`config.mk`:
```
export PLATFORM = sky130hd
export DESIGN_NAME = z80_exec_top
export DESIGN_NICKNAME = d
export VERILOG_FILES = /design/src/hdl/z80_exec_pkg.sv /design/src/hdl/op_decode.sv /design/src/hdl/reg_file.sv /design/src/hdl/alu_core.sv /design/src/hdl/z80_exec_top.sv
export SDC_FILE = /design/constraint.sdc
export NUM_CORES = 1
export LEC_CHECK = 0
export BUFFER_PORTS_ARGS = -buffer_cell sky130_fd_sc_hd__buf_2
export CORE_MARGIN = 1.5
export CORE_UTILIZATION = 56
export DETAILED_ROUTE_END_ITERATION = 8
export PLACE_DENSITY = 0.81
export SYNTH_ARGS = -nofsm -noshare
export SYNTH_HDL_FRONTEND = slang
export SYNTH_SLANG_ARGS = --single-unit
export TNS_END_PERCENT = 30
```
`constraint.sdc`:
```
create_clock -name clk -period 4.1 [get_ports clk]
set_input_delay 0.82 -clock clk [delete_from_list [all_inputs] [get_ports clk]]
set_output_delay 0.82 -clock clk [all_outputs]
set_load 0.01 [all_outputs]
```
`src/hdl/z80_exec_pkg.sv`:
```
/* Shared types for the Z80 subset execute unit.
   Register code 6 means a memory operand, which this unit does not support. */
package z80_exec_pkg;

    // ~~~~~~~~~~~~~~~~~~~~~~~~~~~~
    // Register codes
    // ~~~~~~~~~~~~~~~~~~~~~~~~~~~~
    // Z80 encoding: 0 B, 1 C, 2 D, 3 E, 4 H, 5 L, 6 (HL), 7 A
    typedef logic [2:0] reg_idx_t;

    localparam reg_idx_t REG_MEM = 3'd6;
    localparam reg_idx_t REG_A   = 3'd7;

    // ~~~~~~~~~~~~~~~~~~~~~~~~~~~~
    // Opcode byte, two views
    // ~~~~~~~~~~~~~~~~~~~~~~~~~~~~
    // Main table: group, destination or ALU op, source
    typedef struct packed {
        logic [1:0] x;
        logic [2:0] y;
        logic [2:0] z;
    } main_fields_t;

    // CB table: group, rotate kind or bit number, target
    typedef struct packed {
        logic [1:0] grp;
        logic [2:0] sel;
        logic [2:0] target;
    } cb_fields_t;

    typedef union packed {
        main_fields_t main;
        cb_fields_t   cb;
        logic [7:0]   raw;
    } opcode_u;

    // Incoming command, 17 bits
    typedef struct packed {
        logic       prefix_cb;
        opcode_u    op;
        logic [7:0] imm;
    } cmd_t;

    // ~~~~~~~~~~~~~~~~~~~~~~~~~~~~
    // Decoded operation
    // ~~~~~~~~~~~~~~~~~~~~~~~~~~~~
    typedef enum logic [2:0] {
        LOAD  = 3'd0,
        ALU   = 3'd1,
        ROT   = 3'd2,
        BIT   = 3'd3,
        UNSUP = 3'd4
    } op_kind_e;

    // ALU operation codes, same as opcode bits 5:3
    localparam logic [2:0] ALU_ADD = 3'd0;
    localparam logic [2:0] ALU_ADC = 3'd1;
    localparam logic [2:0] ALU_SUB = 3'd2;
    localparam logic [2:0] ALU_SBC = 3'd3;
    localparam logic [2:0] ALU_AND = 3'd4;
    localparam logic [2:0] ALU_XOR = 3'd5;
    localparam logic [2:0] ALU_OR  = 3'd6;
    localparam logic [2:0] ALU_CP  = 3'd7;

    // Rotate and shift kinds, CB opcode bits 5:3
    localparam logic [2:0] ROT_RLC = 3'd0;
    localparam logic [2:0] ROT_RRC = 3'd1;
    localparam logic [2:0] ROT_RL  = 3'd2;
    localparam logic [2:0] ROT_RR  = 3'd3;
    localparam logic [2:0] ROT_SLA = 3'd4;
    localparam logic [2:0] ROT_SRA = 3'd5;
    localparam logic [2:0] ROT_SLL = 3'd6;
    localparam logic [2:0] ROT_SRL = 3'd7;

    // sub holds ALU op, rotate kind or bit number depending on kind
    typedef struct packed {
        op_kind_e   kind;
        logic [2:0] sub;
        reg_idx_t   src;
        reg_idx_t   dst;
        logic       use_imm;
        logic [7:0] imm;
    } dec_op_t;

    // Result record returned per command, 21 bits
    typedef struct packed {
        logic       unsup;
        logic       wr_en;
        reg_idx_t   dst;
        logic [7:0] value;
        logic [7:0] flags;
    } res_t;

    // Flag bit positions inside F
    localparam int FLAG_S  = 7;
    localparam int FLAG_Z  = 6;
    localparam int FLAG_Y  = 5;
    localparam int FLAG_H  = 4;
    localparam int FLAG_X  = 3;
    localparam int FLAG_PV = 2;
    localparam int FLAG_N  = 1;
    localparam int FLAG_C  = 0;

endpackage

```
`src/hdl/op_decode.sv`:
```
/* Decode stage, one entry deep. Any form that names register code 6 is
   returned as unsupported, except the immediate LD r,n and ALU A,n forms. */
module op_decode (
    input  logic                  clk,
    input  logic                  reset,
    input  logic                  cmd_valid,
    input  z80_exec_pkg::cmd_t    cmd,
    output logic                  cmd_ready,
    output logic                  dec_valid,
    output z80_exec_pkg::dec_op_t dec,
    input  logic                  dec_ready
);
    import z80_exec_pkg::*;

    dec_op_t dec_next;
    logic    accept;

    // Ready when empty or when the held entry leaves this cycle
    assign cmd_ready = !dec_valid || dec_ready;
    assign accept    = cmd_valid && cmd_ready;

    // ~~~~~~~~~~~~~~~~~~~~~~~~~~~~
    // Opcode classification
    // ~~~~~~~~~~~~~~~~~~~~~~~~~~~~
    always_comb begin
        dec_next      = '0;
        dec_next.kind = UNSUP;
        dec_next.imm  = cmd.imm;
        if (cmd.prefix_cb) begin
            // CB table, only rotates and BIT on a real register
            if (cmd.op.cb.target != REG_MEM) begin
                dec_next.sub = cmd.op.cb.sel;
                dec_next.src = cmd.op.cb.target;
                dec_next.dst = cmd.op.cb.target;
                case (cmd.op.cb.grp)
                    2'b00:   dec_next.kind = ROT;
                    2'b01:   dec_next.kind = BIT;
                    // RES and SET are left out
                    default: dec_next.kind = UNSUP;
                endcase
            end
        end else begin
            case (cmd.op.main.x)
                2'b00: begin
                    // LD r,n sits at z == 6 in group 0
                    if (cmd.op.main.z == 3'd6 && cmd.op.main.y != REG_MEM) begin
                        dec_next.kind    = LOAD;
                        dec_next.dst     = cmd.op.main.y;
                        dec_next.use_imm = 1'b1;
                    end
                end
                2'b01: begin
                    // LD r,r' also excludes HALT (0x76)
                    if (cmd.op.main.y != REG_MEM && cmd.op.main.z != REG_MEM) begin
                        dec_next.kind = LOAD;
                        dec_next.dst  = cmd.op.main.y;
                        dec_next.src  = cmd.op.main.z;
                    end
                end
                2'b10: begin
                    // ALU A,r
                    if (cmd.op.main.z != REG_MEM) begin
                        dec_next.kind = ALU;
                        dec_next.sub  = cmd.op.main.y;
                        dec_next.src  = cmd.op.main.z;
                        dec_next.dst  = REG_A;
                    end
                end
                default: begin
                    // ALU A,n is z == 6 in group 3
                    // Rest of group 3 is not supported
                    if (cmd.op.main.z == 3'd6) begin
                        dec_next.kind    = ALU;
                        dec_next.sub     = cmd.op.main.y;
                        dec_next.dst     = REG_A;
                        dec_next.use_imm = 1'b1;
                    end
                end
            endcase
        end
    end

    // ~~~~~~~~~~~~~~~~~~~~~~~~~~~~
    // Stage register
    // ~~~~~~~~~~~~~~~~~~~~~~~~~~~~
    always_ff @(posedge clk) begin
        if (reset) begin
            dec_valid <= 1'b0;
        end else if (cmd_ready) begin
            dec_valid <= cmd_valid;
        end
    end

    // Payload loads only on a transfer
    always_ff @(posedge clk) begin
        if (accept) begin
            dec <= dec_next;
        end
    end

    // Source must hold the command while it waits for ready
    a_cmd_hold: assert property (@(posedge clk) disable iff (reset)
        cmd_valid && !cmd_ready |=> cmd_valid && $stable(cmd))
        else $error("command changed before it was accepted");

endmodule

```
`src/hdl/reg_file.sv`:
```
/* Registers B, C, D, E, H, L, A and F with combinational reads.
   Code 6 holds no register and always reads as zero. */
module reg_file (
    input  logic                   clk,
    input  logic                   reset,
    input  z80_exec_pkg::reg_idx_t rd_a_idx,
    input  z80_exec_pkg::reg_idx_t rd_b_idx,
    output logic [7:0]             rd_a,
    output logic [7:0]             rd_b,
    output logic [7:0]             flags_q,
    input  logic                   wr_en,
    input  z80_exec_pkg::reg_idx_t wr_idx,
    input  logic [7:0]             wr_data,
    input  logic                   flags_wr_en,
    input  logic [7:0]             flags_wr_data
);
    import z80_exec_pkg::*;

    // Indexed by Z80 register code, entry 6 unused
    logic [7:0] regs [8];
    logic [7:0] f_q;

    // ~~~~~~~~~~~~~~~~~~~~~~~~~~~~
    // Write port and flags
    // ~~~~~~~~~~~~~~~~~~~~~~~~~~~~
    always_ff @(posedge clk) begin
        if (reset) begin
            for (int i = 0; i < 8; i++) begin
                regs[i] <= 8'h00;
            end
            f_q <= 8'h00;
        end else begin
            // Entry 6 is never written so it stays zero
            if (wr_en && wr_idx != REG_MEM) begin
                regs[wr_idx] <= wr_data;
            end
            // F may be updated in the same cycle as a register
            if (flags_wr_en) begin
                f_q <= flags_wr_data;
            end
        end
    end

    // ~~~~~~~~~~~~~~~~~~~~~~~~~~~~
    // Read ports
    // ~~~~~~~~~~~~~~~~~~~~~~~~~~~~
    // Port A normally points at the accumulator
    assign rd_a    = regs[rd_a_idx];
    // Port B serves the source or CB target
    assign rd_b    = regs[rd_b_idx];
    assign flags_q = f_q;

    // Decode must have filtered every memory form before execute
    a_no_mem_write: assert property (@(posedge clk) disable iff (reset)
        wr_en |-> wr_idx != REG_MEM)
        else $error("register write to code 6");

endmodule

```
`src/hdl/alu_core.sv`:
```
/* Execute stage: operand read, 8-bit result, Z80 flags and write-back.
   Write-back lands on the edge that loads the result register, so the next
   operation always reads the updated state. */
module alu_core (
    input  logic                   clk,
    input  logic                   reset,
    input  logic                   dec_valid,
    input  z80_exec_pkg::dec_op_t  dec,
    output logic                   dec_ready,
    output z80_exec_pkg::reg_idx_t rd_a_idx,
    output z80_exec_pkg::reg_idx_t rd_b_idx,
    input  logic [7:0]             rd_a,
    input  logic [7:0]             rd_b,
    input  logic [7:0]             flags_q,
    output logic                   wr_en,
    output z80_exec_pkg::reg_idx_t wr_idx,
    output logic [7:0]             wr_data,
    output logic                   flags_wr_en,
    output logic [7:0]             flags_wr_data,
    output logic                   res_valid,
    output z80_exec_pkg::res_t     res,
    input  logic                   res_ready
);
    import z80_exec_pkg::*;

    logic       accept;
    logic [7:0] operand;
    logic       carry_in;
    logic       sub_op;
    logic       logic_op;
    logic       use_cin;
    logic [7:0] b_inv;
    logic       cin;
    logic [8:0] sum9;
    logic [4:0] sum5;
    logic       arith_c;
    logic       arith_h;
    logic       arith_v;
    logic [7:0] rot_res;
    logic       rot_cout;
    logic       bit_val;
    logic [7:0] flags_n;
    logic       upd_flags;
    res_t       res_next;

    assign dec_ready = !res_valid || res_ready;
    assign accept    = dec_valid && dec_ready;

    // Port A fixed on A, port B follows the decoded source
    assign rd_a_idx = REG_A;
    assign rd_b_idx = dec.src;
    assign operand  = dec.use_imm ? dec.imm : rd_b;
    assign carry_in = flags_q[FLAG_C];

    // ~~~~~~~~~~~~~~~~~~~~~~~~~~~~
    // Adder
    // ~~~~~~~~~~~~~~~~~~~~~~~~~~~~
    always_comb begin
        sub_op   = (dec.sub == ALU_SUB) || (dec.sub == ALU_SBC) || (dec.sub == ALU_CP);
        logic_op = (dec.sub == ALU_AND) || (dec.sub == ALU_XOR) || (dec.sub == ALU_OR);
        use_cin  = (dec.sub == ALU_ADC) || (dec.sub == ALU_SBC);
        // Subtract as A + ~B + 1 - carry
        b_inv    = sub_op ? ~operand : operand;
        cin      = sub_op ? ~(use_cin & carry_in) : (use_cin & carry_in);
        sum9     = {1'b0, rd_a} + {1'b0, b_inv} + {8'd0, cin};
        sum5     = {1'b0, rd_a[3:0]} + {1'b0, b_inv[3:0]} + {4'd0, cin};
        // Borrow is the inverted carry out
        arith_c  = sum9[8] ^ sub_op;
        arith_h  = sum5[4] ^ sub_op;
        // Same sign in, different sign out
        arith_v  = (rd_a[7] == b_inv[7]) && (sum9[7] != rd_a[7]);
    end

    // ~~~~~~~~~~~~~~~~~~~~~~~~~~~~
    // Rotates, shifts, bit test
    // ~~~~~~~~~~~~~~~~~~~~~~~~~~~~
    always_comb begin
        case (dec.sub)
            ROT_RLC: rot_res = {rd_b[6:0], rd_b[7]};
            ROT_RRC: rot_res = {rd_b[0], rd_b[7:1]};
            ROT_RL:  rot_res = {rd_b[6:0], carry_in};
            ROT_RR:  rot_res = {carry_in, rd_b[7:1]};
            ROT_SLA: rot_res = {rd_b[6:0], 1'b0};
            ROT_SRA: rot_res = {rd_b[7], rd_b[7:1]};
            // Undocumented shift that fills with 1
            ROT_SLL: rot_res = {rd_b[6:0], 1'b1};
            ROT_SRL: rot_res = {1'b0, rd_b[7:1]};
            default: rot_res = rd_b;
        endcase
        // Odd kinds shift right
        rot_cout = dec.sub[0] ? rd_b[0] : rd_b[7];
        bit_val  = rd_b[dec.sub];
    end

    // ~~~~~~~~~~~~~~~~~~~~~~~~~~~~
    // Result record and flags
    // ~~~~~~~~~~~~~~~~~~~~~~~~~~~~
    always_comb begin
        res_next  = '0;
        flags_n   = flags_q;
        upd_flags = 1'b0;
        case (dec.kind)
            LOAD: begin
                // F untouched
                res_next.wr_en = 1'b1;
                res_next.dst   = dec.dst;
                res_next.value = operand;
            end
            ALU: begin
                upd_flags      = 1'b1;
                res_next.dst   = REG_A;
                // CP reports the difference but keeps A
                res_next.wr_en = (dec.sub != ALU_CP);
                case (dec.sub)
                    ALU_ADD, ALU_ADC, ALU_SUB, ALU_SBC, ALU_CP: res_next.value = sum9[7:0];
                    ALU_AND: res_next.value = rd_a & operand;
                    ALU_XOR: res_next.value = rd_a ^ operand;
                    ALU_OR:  res_next.value = rd_a | operand;
                    default: res_next.value = sum9[7:0];
                endcase
                flags_n[FLAG_S]  = res_next.value[7];
                flags_n[FLAG_Z]  = (res_next.value == 8'h00);
                // CP takes Y and X from the operand
                flags_n[FLAG_Y]  = (dec.sub == ALU_CP) ? operand[5] : res_next.value[5];
                flags_n[FLAG_X]  = (dec.sub == ALU_CP) ? operand[3] : res_next.value[3];
                flags_n[FLAG_H]  = logic_op ? (dec.sub == ALU_AND) : arith_h;
                flags_n[FLAG_PV] = logic_op ? ~^res_next.value : arith_v;
                flags_n[FLAG_N]  = sub_op;
                flags_n[FLAG_C]  = logic_op ? 1'b0 : arith_c;
            end
            ROT: begin
                upd_flags      = 1'b1;
                res_next.wr_en = 1'b1;
                res_next.dst   = dec.dst;
                res_next.value = rot_res;
                flags_n        = {rot_res[7], (rot_res == 8'h00), rot_res[5], 1'b0,
                                  rot_res[3], ~^rot_res, 1'b0, rot_cout};
            end
            BIT: begin
                // No register write
                // Value shows the tested register
                upd_flags        = 1'b1;
                res_next.dst     = dec.dst;
                res_next.value   = rd_b;
                flags_n[FLAG_S]  = (dec.sub == 3'd7) && bit_val;
                flags_n[FLAG_Z]  = ~bit_val;
                flags_n[FLAG_Y]  = rd_b[5];
                flags_n[FLAG_H]  = 1'b1;
                flags_n[FLAG_X]  = rd_b[3];
                flags_n[FLAG_PV] = ~bit_val;
                flags_n[FLAG_N]  = 1'b0;
            end
            default: begin
                // Unsupported op echoes F and changes no state
                res_next.unsup = 1'b1;
            end
        endcase
        res_next.flags = flags_n;
    end

    // Strobes only while the stage accepts
    assign wr_en         = accept && res_next.wr_en;
    assign wr_idx        = res_next.dst;
    assign wr_data       = res_next.value;
    assign flags_wr_en   = accept && upd_flags;
    assign flags_wr_data = flags_n;

    always_ff @(posedge clk) begin
        if (reset) begin
            res_valid <= 1'b0;
        end else if (dec_ready) begin
            res_valid <= dec_valid;
        end
    end

    always_ff @(posedge clk) begin
        if (accept) begin
            res <= res_next;
        end
    end

    // Operands are read from dec, so it must hold while this stage stalls
    a_dec_hold: assert property (@(posedge clk) disable iff (reset)
        dec_valid && !dec_ready |=> dec_valid && $stable(dec))
        else $error("decoded operation changed under back-pressure");

endmodule

```
`src/hdl/z80_exec_top.sv`:
```
/* Z80 subset execute unit, two pipeline stages with valid/ready streams.
   No memory operands, index registers or 16-bit operations. */
module z80_exec_top (
    input  logic               clk,
    input  logic               reset,
    input  logic               cmd_valid,
    input  z80_exec_pkg::cmd_t cmd,
    output logic               cmd_ready,
    output logic               res_valid,
    output z80_exec_pkg::res_t res,
    input  logic               res_ready
);
    import z80_exec_pkg::*;

    // ~~~~~~~~~~~~~~~~~~~~~~~~~~~~
    // Decode to execute stream
    // ~~~~~~~~~~~~~~~~~~~~~~~~~~~~
    logic    dec_valid;
    dec_op_t dec;
    logic    dec_ready;

    op_decode op_decode ( .* );

    // ~~~~~~~~~~~~~~~~~~~~~~~~~~~~
    // ALU and register file
    // ~~~~~~~~~~~~~~~~~~~~~~~~~~~~
    // Read side, combinational from reg_file
    reg_idx_t   rd_a_idx;
    reg_idx_t   rd_b_idx;
    logic [7:0] rd_a;
    logic [7:0] rd_b;
    logic [7:0] flags_q;

    // Write-back side
    logic       wr_en;
    reg_idx_t   wr_idx;
    logic [7:0] wr_data;
    logic       flags_wr_en;
    logic [7:0] flags_wr_data;

    alu_core alu_core ( .* );
    reg_file reg_file ( .* );

endmodule

```
# After elaboration in Yosys (flattened, before gate mapping)

Memories as Yosys holds them, arrays and structs flattened. A register that Yosys moved wholly into a read port is not among the register bits.
Index checks and enable logic that the tools add are counted.

Logic and storage cells: 124
Register bits after elaboration: 52
Memory bits (writable): 64
Memories kept: 1
Output and inout bits: 23
Input bits: 21

Reduce and logical (&&, ||, !) cells: 32
Bitwise gates (word level): 9
Equality and inequality tests: 19
Add/sub/neg operators: 4
$lt $le $gt $ge: 1
Mux-type cells: 44

Memory list:

| name          | depth | width | read ports | clocked after Yosys merged registers in | write ports | line           | text |
|---|---|---|---|---|---|---|---|
| reg_file.regs | 8     | 8     | 2          | 1                                       | 8           | reg_file.sv:20 | `logic [7:0] regs [8];` |

Operator list:

| kind                 | number |
|---|---|
| $pmux W8 S8          | 1 |
| $pmux W11 S4         | 1 |
| $mux W12             | 3 |
| $mux W8              | 4 |
| $pmux W8 S4          | 1 |
| $pmux W7 S3          | 1 |
| $pmux W3 S2          | 3 |
| $pmux W3 S3          | 2 |
| $logic_not A8 Y1     | 2 |
| $mux W1              | 16 |
| $reduce_xnor A8 Y1   | 2 |
| $eq A3 B3 Y1 const B | 5 |
| $eq A3 B2 Y1 const B | 4 |
| $mux W3              | 4 |
| $mux W6              | 2 |
| $ne A3 B3 Y1 const B | 4 |
| $add A8 B8 Y9        | 1 |
| $add A9 B1 Y9        | 1 |
| $logic_and A1 B1 Y1  | 9 |
| $and A8 B8 Y8        | 1 |
| $mux W4              | 2 |
| $not A8 Y8           | 1 |
| $or A8 B8 Y8         | 1 |
| $reduce_or A8 Y1     | 1 |
| 22 further kinds     | 37 |

# Logic depth before layout (Yosys ltp)

Depth after elaboration: 16
Gate-level depth with buffers: 20
Depth with buffers taken out: 18

# By module

A second synthesis with hierarchy kept.

Cells, all modules: 654
Area, all modules: 7,681.1 sq um

Modules (own cells, without submodules):

| module    | cells each | instances | area an instance (sq um) |
|---|---|---|---|
| reg_file  | 239        | 1         | 3,756.1 |
| alu_core  | 335        | 1         | 2,889.0 |
| op_decode | 80         | 1         | 1,036.0 |

# Worst setup path after synthesis

No wires, ideal clock.

Path kind: register -> register
Start point: register, netlist name op_decode.dec[15]
End point: register reg_file.f_q[2] (netlist: reg_file.flags_q[2])
Slack: -299 ps
Arrival time: 4,308 ps
Cell stages (with the launch flop): 19
Library setup time: 91 ps
Cells stage by stage: edfxtp_1 > buf_2 > buf_2 > buf_2 > o21ai_0 > buf_1 > xnor2_1 > fa_1 > fa_1 > a21o_1 > a221oi_1 > xnor2_1 > o22ai_1 > ha_1 > xor2_1 > xnor2_1 > a32oi_1 > and2_1 > a311oi_1

Longest elaborated chain between the ends: 11
Elaborated cells between the ends (all ways): 33
Classes of those cells: add/sub: 2; eq/ne: 9; mux: 9; bitwise: 3; reduce/logical: 10

Ends and longest elaborated chain:

| element                                             | line                                            | text |
|---|---|---|
| $eq A3 B2 Y1, or another cell as far along          | alu_core.sv:59, alu_core.sv:78, alu_core.sv:114 |  |
| $logic_or A1 B1 Y1, on equally long branches        | alu_core.sv:59, alu_core.sv:61                  |  |
| $logic_or A1 B1 Y1 or $and A1 B1 Y1 (tied branches) | alu_core.sv:59, alu_core.sv:64                  |  |
| $mux W8 or $not A1 Y1 (tied branches)               | alu_core.sv:63, alu_core.sv:64                  |  |
| $add A8 B8 Y9 or $mux W1 (tied branches)            | alu_core.sv:65, alu_core.sv:64                  |  |
| $add A9 B1 Y9                                       | alu_core.sv:65                                  | `sum9 = {1'b0, rd_a} + {1'b0, b_inv} + {8'd0, cin};` |
| $pmux W8 S4                                         | alu_core.sv:114                                 | `case (dec.sub)` |
| $mux W8                                             | alu_core.sv:102                                 | `case (dec.kind)` |
| $reduce_xnor A8 Y1                                  | alu_core.sv:127                                 | `flags_n[FLAG_PV] = logic_op ? ~^res_next.value : arith_v;` |
| $mux W1                                             | alu_core.sv:127                                 |  |
| $pmux W7 S3 (*)                                     | alu_core.sv:102                                 |  |
| end signal, assigned                                | reg_file.sv:39                                  | `f_q <= flags_wr_data;` |
| end, declared                                       | reg_file.sv:21                                  | `logic [7:0] f_q;` |

Mark *: on every way between the ends. The rest lies on a longest branch, timed or not. The select of a mux whose other input is x is not followed.
A chain may end at the register's enable or synchronous reset.

==> summary.md <==
| Metric | Value |
|---|---|
| Sequential-to-total area share from yosys stat | `48.26%` |
| Status | `finished, violations left` |
| DRC violations left | `0` |
| Post-DP HPWL | `14.40 mm` |
| Initial Utilization | `57.00%` |
| Largest net degree at the start of global routing | `28` |
| Area share of the largest cell type after synthesis | `44.62%` |
| Highest clock rate | `240.7 MHz` |
| Grt total ovfl | `0` |
| Via density | `6.222` |
| H-tree levels | `4` |
| # clock sinks | `119` |
| Nets | `823` |
| CTS tree | `yes` |
| Crit path buffers/inverters | `0` |
| Leakage | `3.606 nW` |
| CP cell instances | `mux2i_1 -> mux4_2 -> o21ai_2 -> xnor2_1 -> fa_2 -> fa_2 -> a21o_1 -> a221oi_4 -> xnor2_2 -> o22ai_2 -> ha_1 -> xor2_1 -> xnor2_1 -> a32oi_1 -> and2_1 -> a311oi_1` |
| Die area | `13430 sq um` |
| WP data required | `4.43 ns` |
| Slowest cell on the critical path | `mux4_2` |
| Num rows | `41` |
| Antenna cells | `0` |
| First drt pass iteration count | `6` |
| Syn Inst Count | `654` |
| Setup TNS | `-0.08050 ns` |
| Worst hold slack | `0.4878 ns` |
| Synth-to-layout area growth | `22.96%` |
| Fin. Hold Viols | `0` |
| Critical Path AT | `4.48 ns` |
| RePlAce Congestion | `0.9657` |
| Worst slew pin tran | `0.8834 ns` |
| Synth warnings | `0` |
| Fill cells | `894` |
| PortBufs | `43` |
| Ys async rst share | `0%` |
| Global-route wire length before repair | `31.80 mm` |
| Initial antenna violation count | `0` |
| Fin Clk Skew | `0.01106 ns` |
| All-Layer GR Usage | `32.33%` |
| Post-synth EDFFs | `106` |
| Minimum period implied by the final worst setup slack | `4.154 ns` |
| Crit Path Max Fanout | `6` |
| WL per Instance | `21.58 um` |
| HP Class | `reg -> reg` |
| Syn Std Cell Area | `7134 sq um` |
| # IOs | `44` |
| Die width | `115.9 um` |
| Critical path class | `reg -> reg` |
| Vias in the first global route | `5853` |
| Post-synth top area cell | `edfxtp_1` |
| Crit. End Element | `flip-flop` |
| Most frequent cell after synthesis | `edfxtp_1` |
| Unrepaired setup endpoints after global routing | `true` |
| Layout cells sized above 1 | `27.80%` |
| Synth top area cells | `edfxtp_1, ha_1, mux4_2` |
| Yosys cell types | `67` |
| Crit start category | `flip-flop` |
| Yosys reg bits | `119` |
| Pwr Total | `0.004046 W` |
| Syn Area/Cell | `10.91 sq um` |
| Violated checks | `setup timing` |
| Initial DRC count | `701` |
| Delay-heaviest family, CP | `compound AO/OA/AOI/OAI gates` |
| Worst Slack Setup Final | `-0.05401 ns` |
| IR Drop Worst-Case VDD | `0.3364 mV` |
| Final WL | `20.48 mm` |
| TritonCTS Buffers | `17` |
| Period utilization | `101.3%` |
| Slew HR | `41.04%` |
| Clk buf depth | `2` |
| Pwr dens | `461.3 nW/um^2` |
| Max-Cap Viols | `0` |
| Routed via count | `5905` |
| Die height | `115.9 um` |
| Clock root buffer | `clkbuf_16` |
| Dominant synthesized flop cell | `edfxtp_1` |
| Latest clock arrival within the worst-skew pair | `0.42 ns` |
| Slew Viols, Final | `0` |
| Area of the core | `12520 sq um` |
| Antenna Nets Post-Route | `0` |
| Clock slew at reported path FFs | `0.06 ns` |
| Final core utilization | `70.08%` |
| Top cells by count, synth | `edfxtp_1, nor2_1, nand2_1` |
| Hold buffer count at CTS | `0` |
| Final setup violating endpoints | `2` |
| Delay of the slowest cell on the worst path | `0.51 ns` |
## what timing repair did
action                                 in CTS  in global routing
endpoints found under the hold margin       0                  0
setup buffers                               3                  4
gates resized for setup                    21                 10
pin swaps                                  14                  7
cloned                                      1                  1
setup endpoints to repair                   2                  4
## cell type report
type	count	area [sq um]	area share [%]
inverters	48	180.2	2.054
well taps	172	215.2	2.453
multi-input cells	459	3473	39.59
repair buffers	119	847.1	9.656
clock buffers	17	425.4	4.850
clock inverters	15	180.2	2.054
flip-flops and latches	119	3451	39.34
## worst paths after layout
path,startpoint,end,slack [ns],cells past startpoint
max,flip-flop,reg_file.flags_q[2],-0.05,16
min,op_decode.dec[13],flip-flop,0.49,1
max reg2reg,flip-flop,reg_file.flags_q[2],-0.05,16
min reg2reg,op_decode.dec[13],flip-flop,0.49,1
## logic make-up after synthesis
family	share of synthesized area, %
flops	48.26
simple gates	14.12
fa+ha+maj	6.875
buf+inv	4.981
other cells	0.05256
xor+xnor	2.210
compound gates	12.03
mux	11.47
## registers in the layout (all words and copies together) (netlist names), named ones only
| name | flops |
|---|---|
| reg_file.regs | 64 |
| alu_core.res | 21 |
| op_decode.dec | 21 |
| reg_file.flags_q | 8 |
| alu_core.res_valid | 1 |
| op_decode.dec_valid | 1 |
## per-stage QoR
stage	setup WS, ns	area [sq um]	cells
after floorplan	0.03506	7177	661
after global placement	-0.1309	7941	908
after detailed placement	-0.2886	7941	908
after CTS	-0.03727	8662	944
after global routing	-0.2182	8772	949
final	-0.05401	8772	949
## layer usage
| layer | share of wire [%] | track usage, % | up-vias |
|---|---|---|---|
| li1 | - | - | 2593 |
| met1 | 39 | 41.45 | 2847 |
| met2 | 46 | 50.86 | 383 |
| met3 | 11 | 8.839 | 82 |
| met4 | 4.6 | 15.85 | 0 |
| met5 | 0 | 0 | - |
## report_power, final
group	leakage, nW	total, W	switching [W]	internal (W)
registers	1.18	0.00144	0.0000467	0.00140
logic	2.14	0.00108	0.000595	0.000484
clock network	0.284	0.00152	0.000569	0.000956
## cells in the final DEF, fill, tap and decap left out, types with 12 or more instances in the layout
cell,n
a21oi_1,17
buf_2,43
buf_4,71
clkbuf_16,18
edfxtp_1,106
ha_1,35
inv_1,44
mux2_2,12
mux2i_1,27
mux4_2,16
nand2_1,48
nand2b_1,17
nand3_1,13
nor2_1,88
nor3_1,13
o21ai_0,12
## worst reg2reg max path, stage by stage (launching register included)
cell	delay (ns)
dfxtp_4	0.38
mux2i_1	0.14
mux4_2	0.51
o21ai_2	0.17
xnor2_1	0.10
fa_2	0.38
fa_2	0.38
a21o_1	0.22
a221oi_4	0.34
xnor2_2	0.16
o22ai_2	0.10
ha_1	0.31
xor2_1	0.15
xnor2_1	0.18
a32oi_1	0.15
and2_1	0.17
a311oi_1	0.23
No activity file was read; power rests on OpenSTA's default activity.
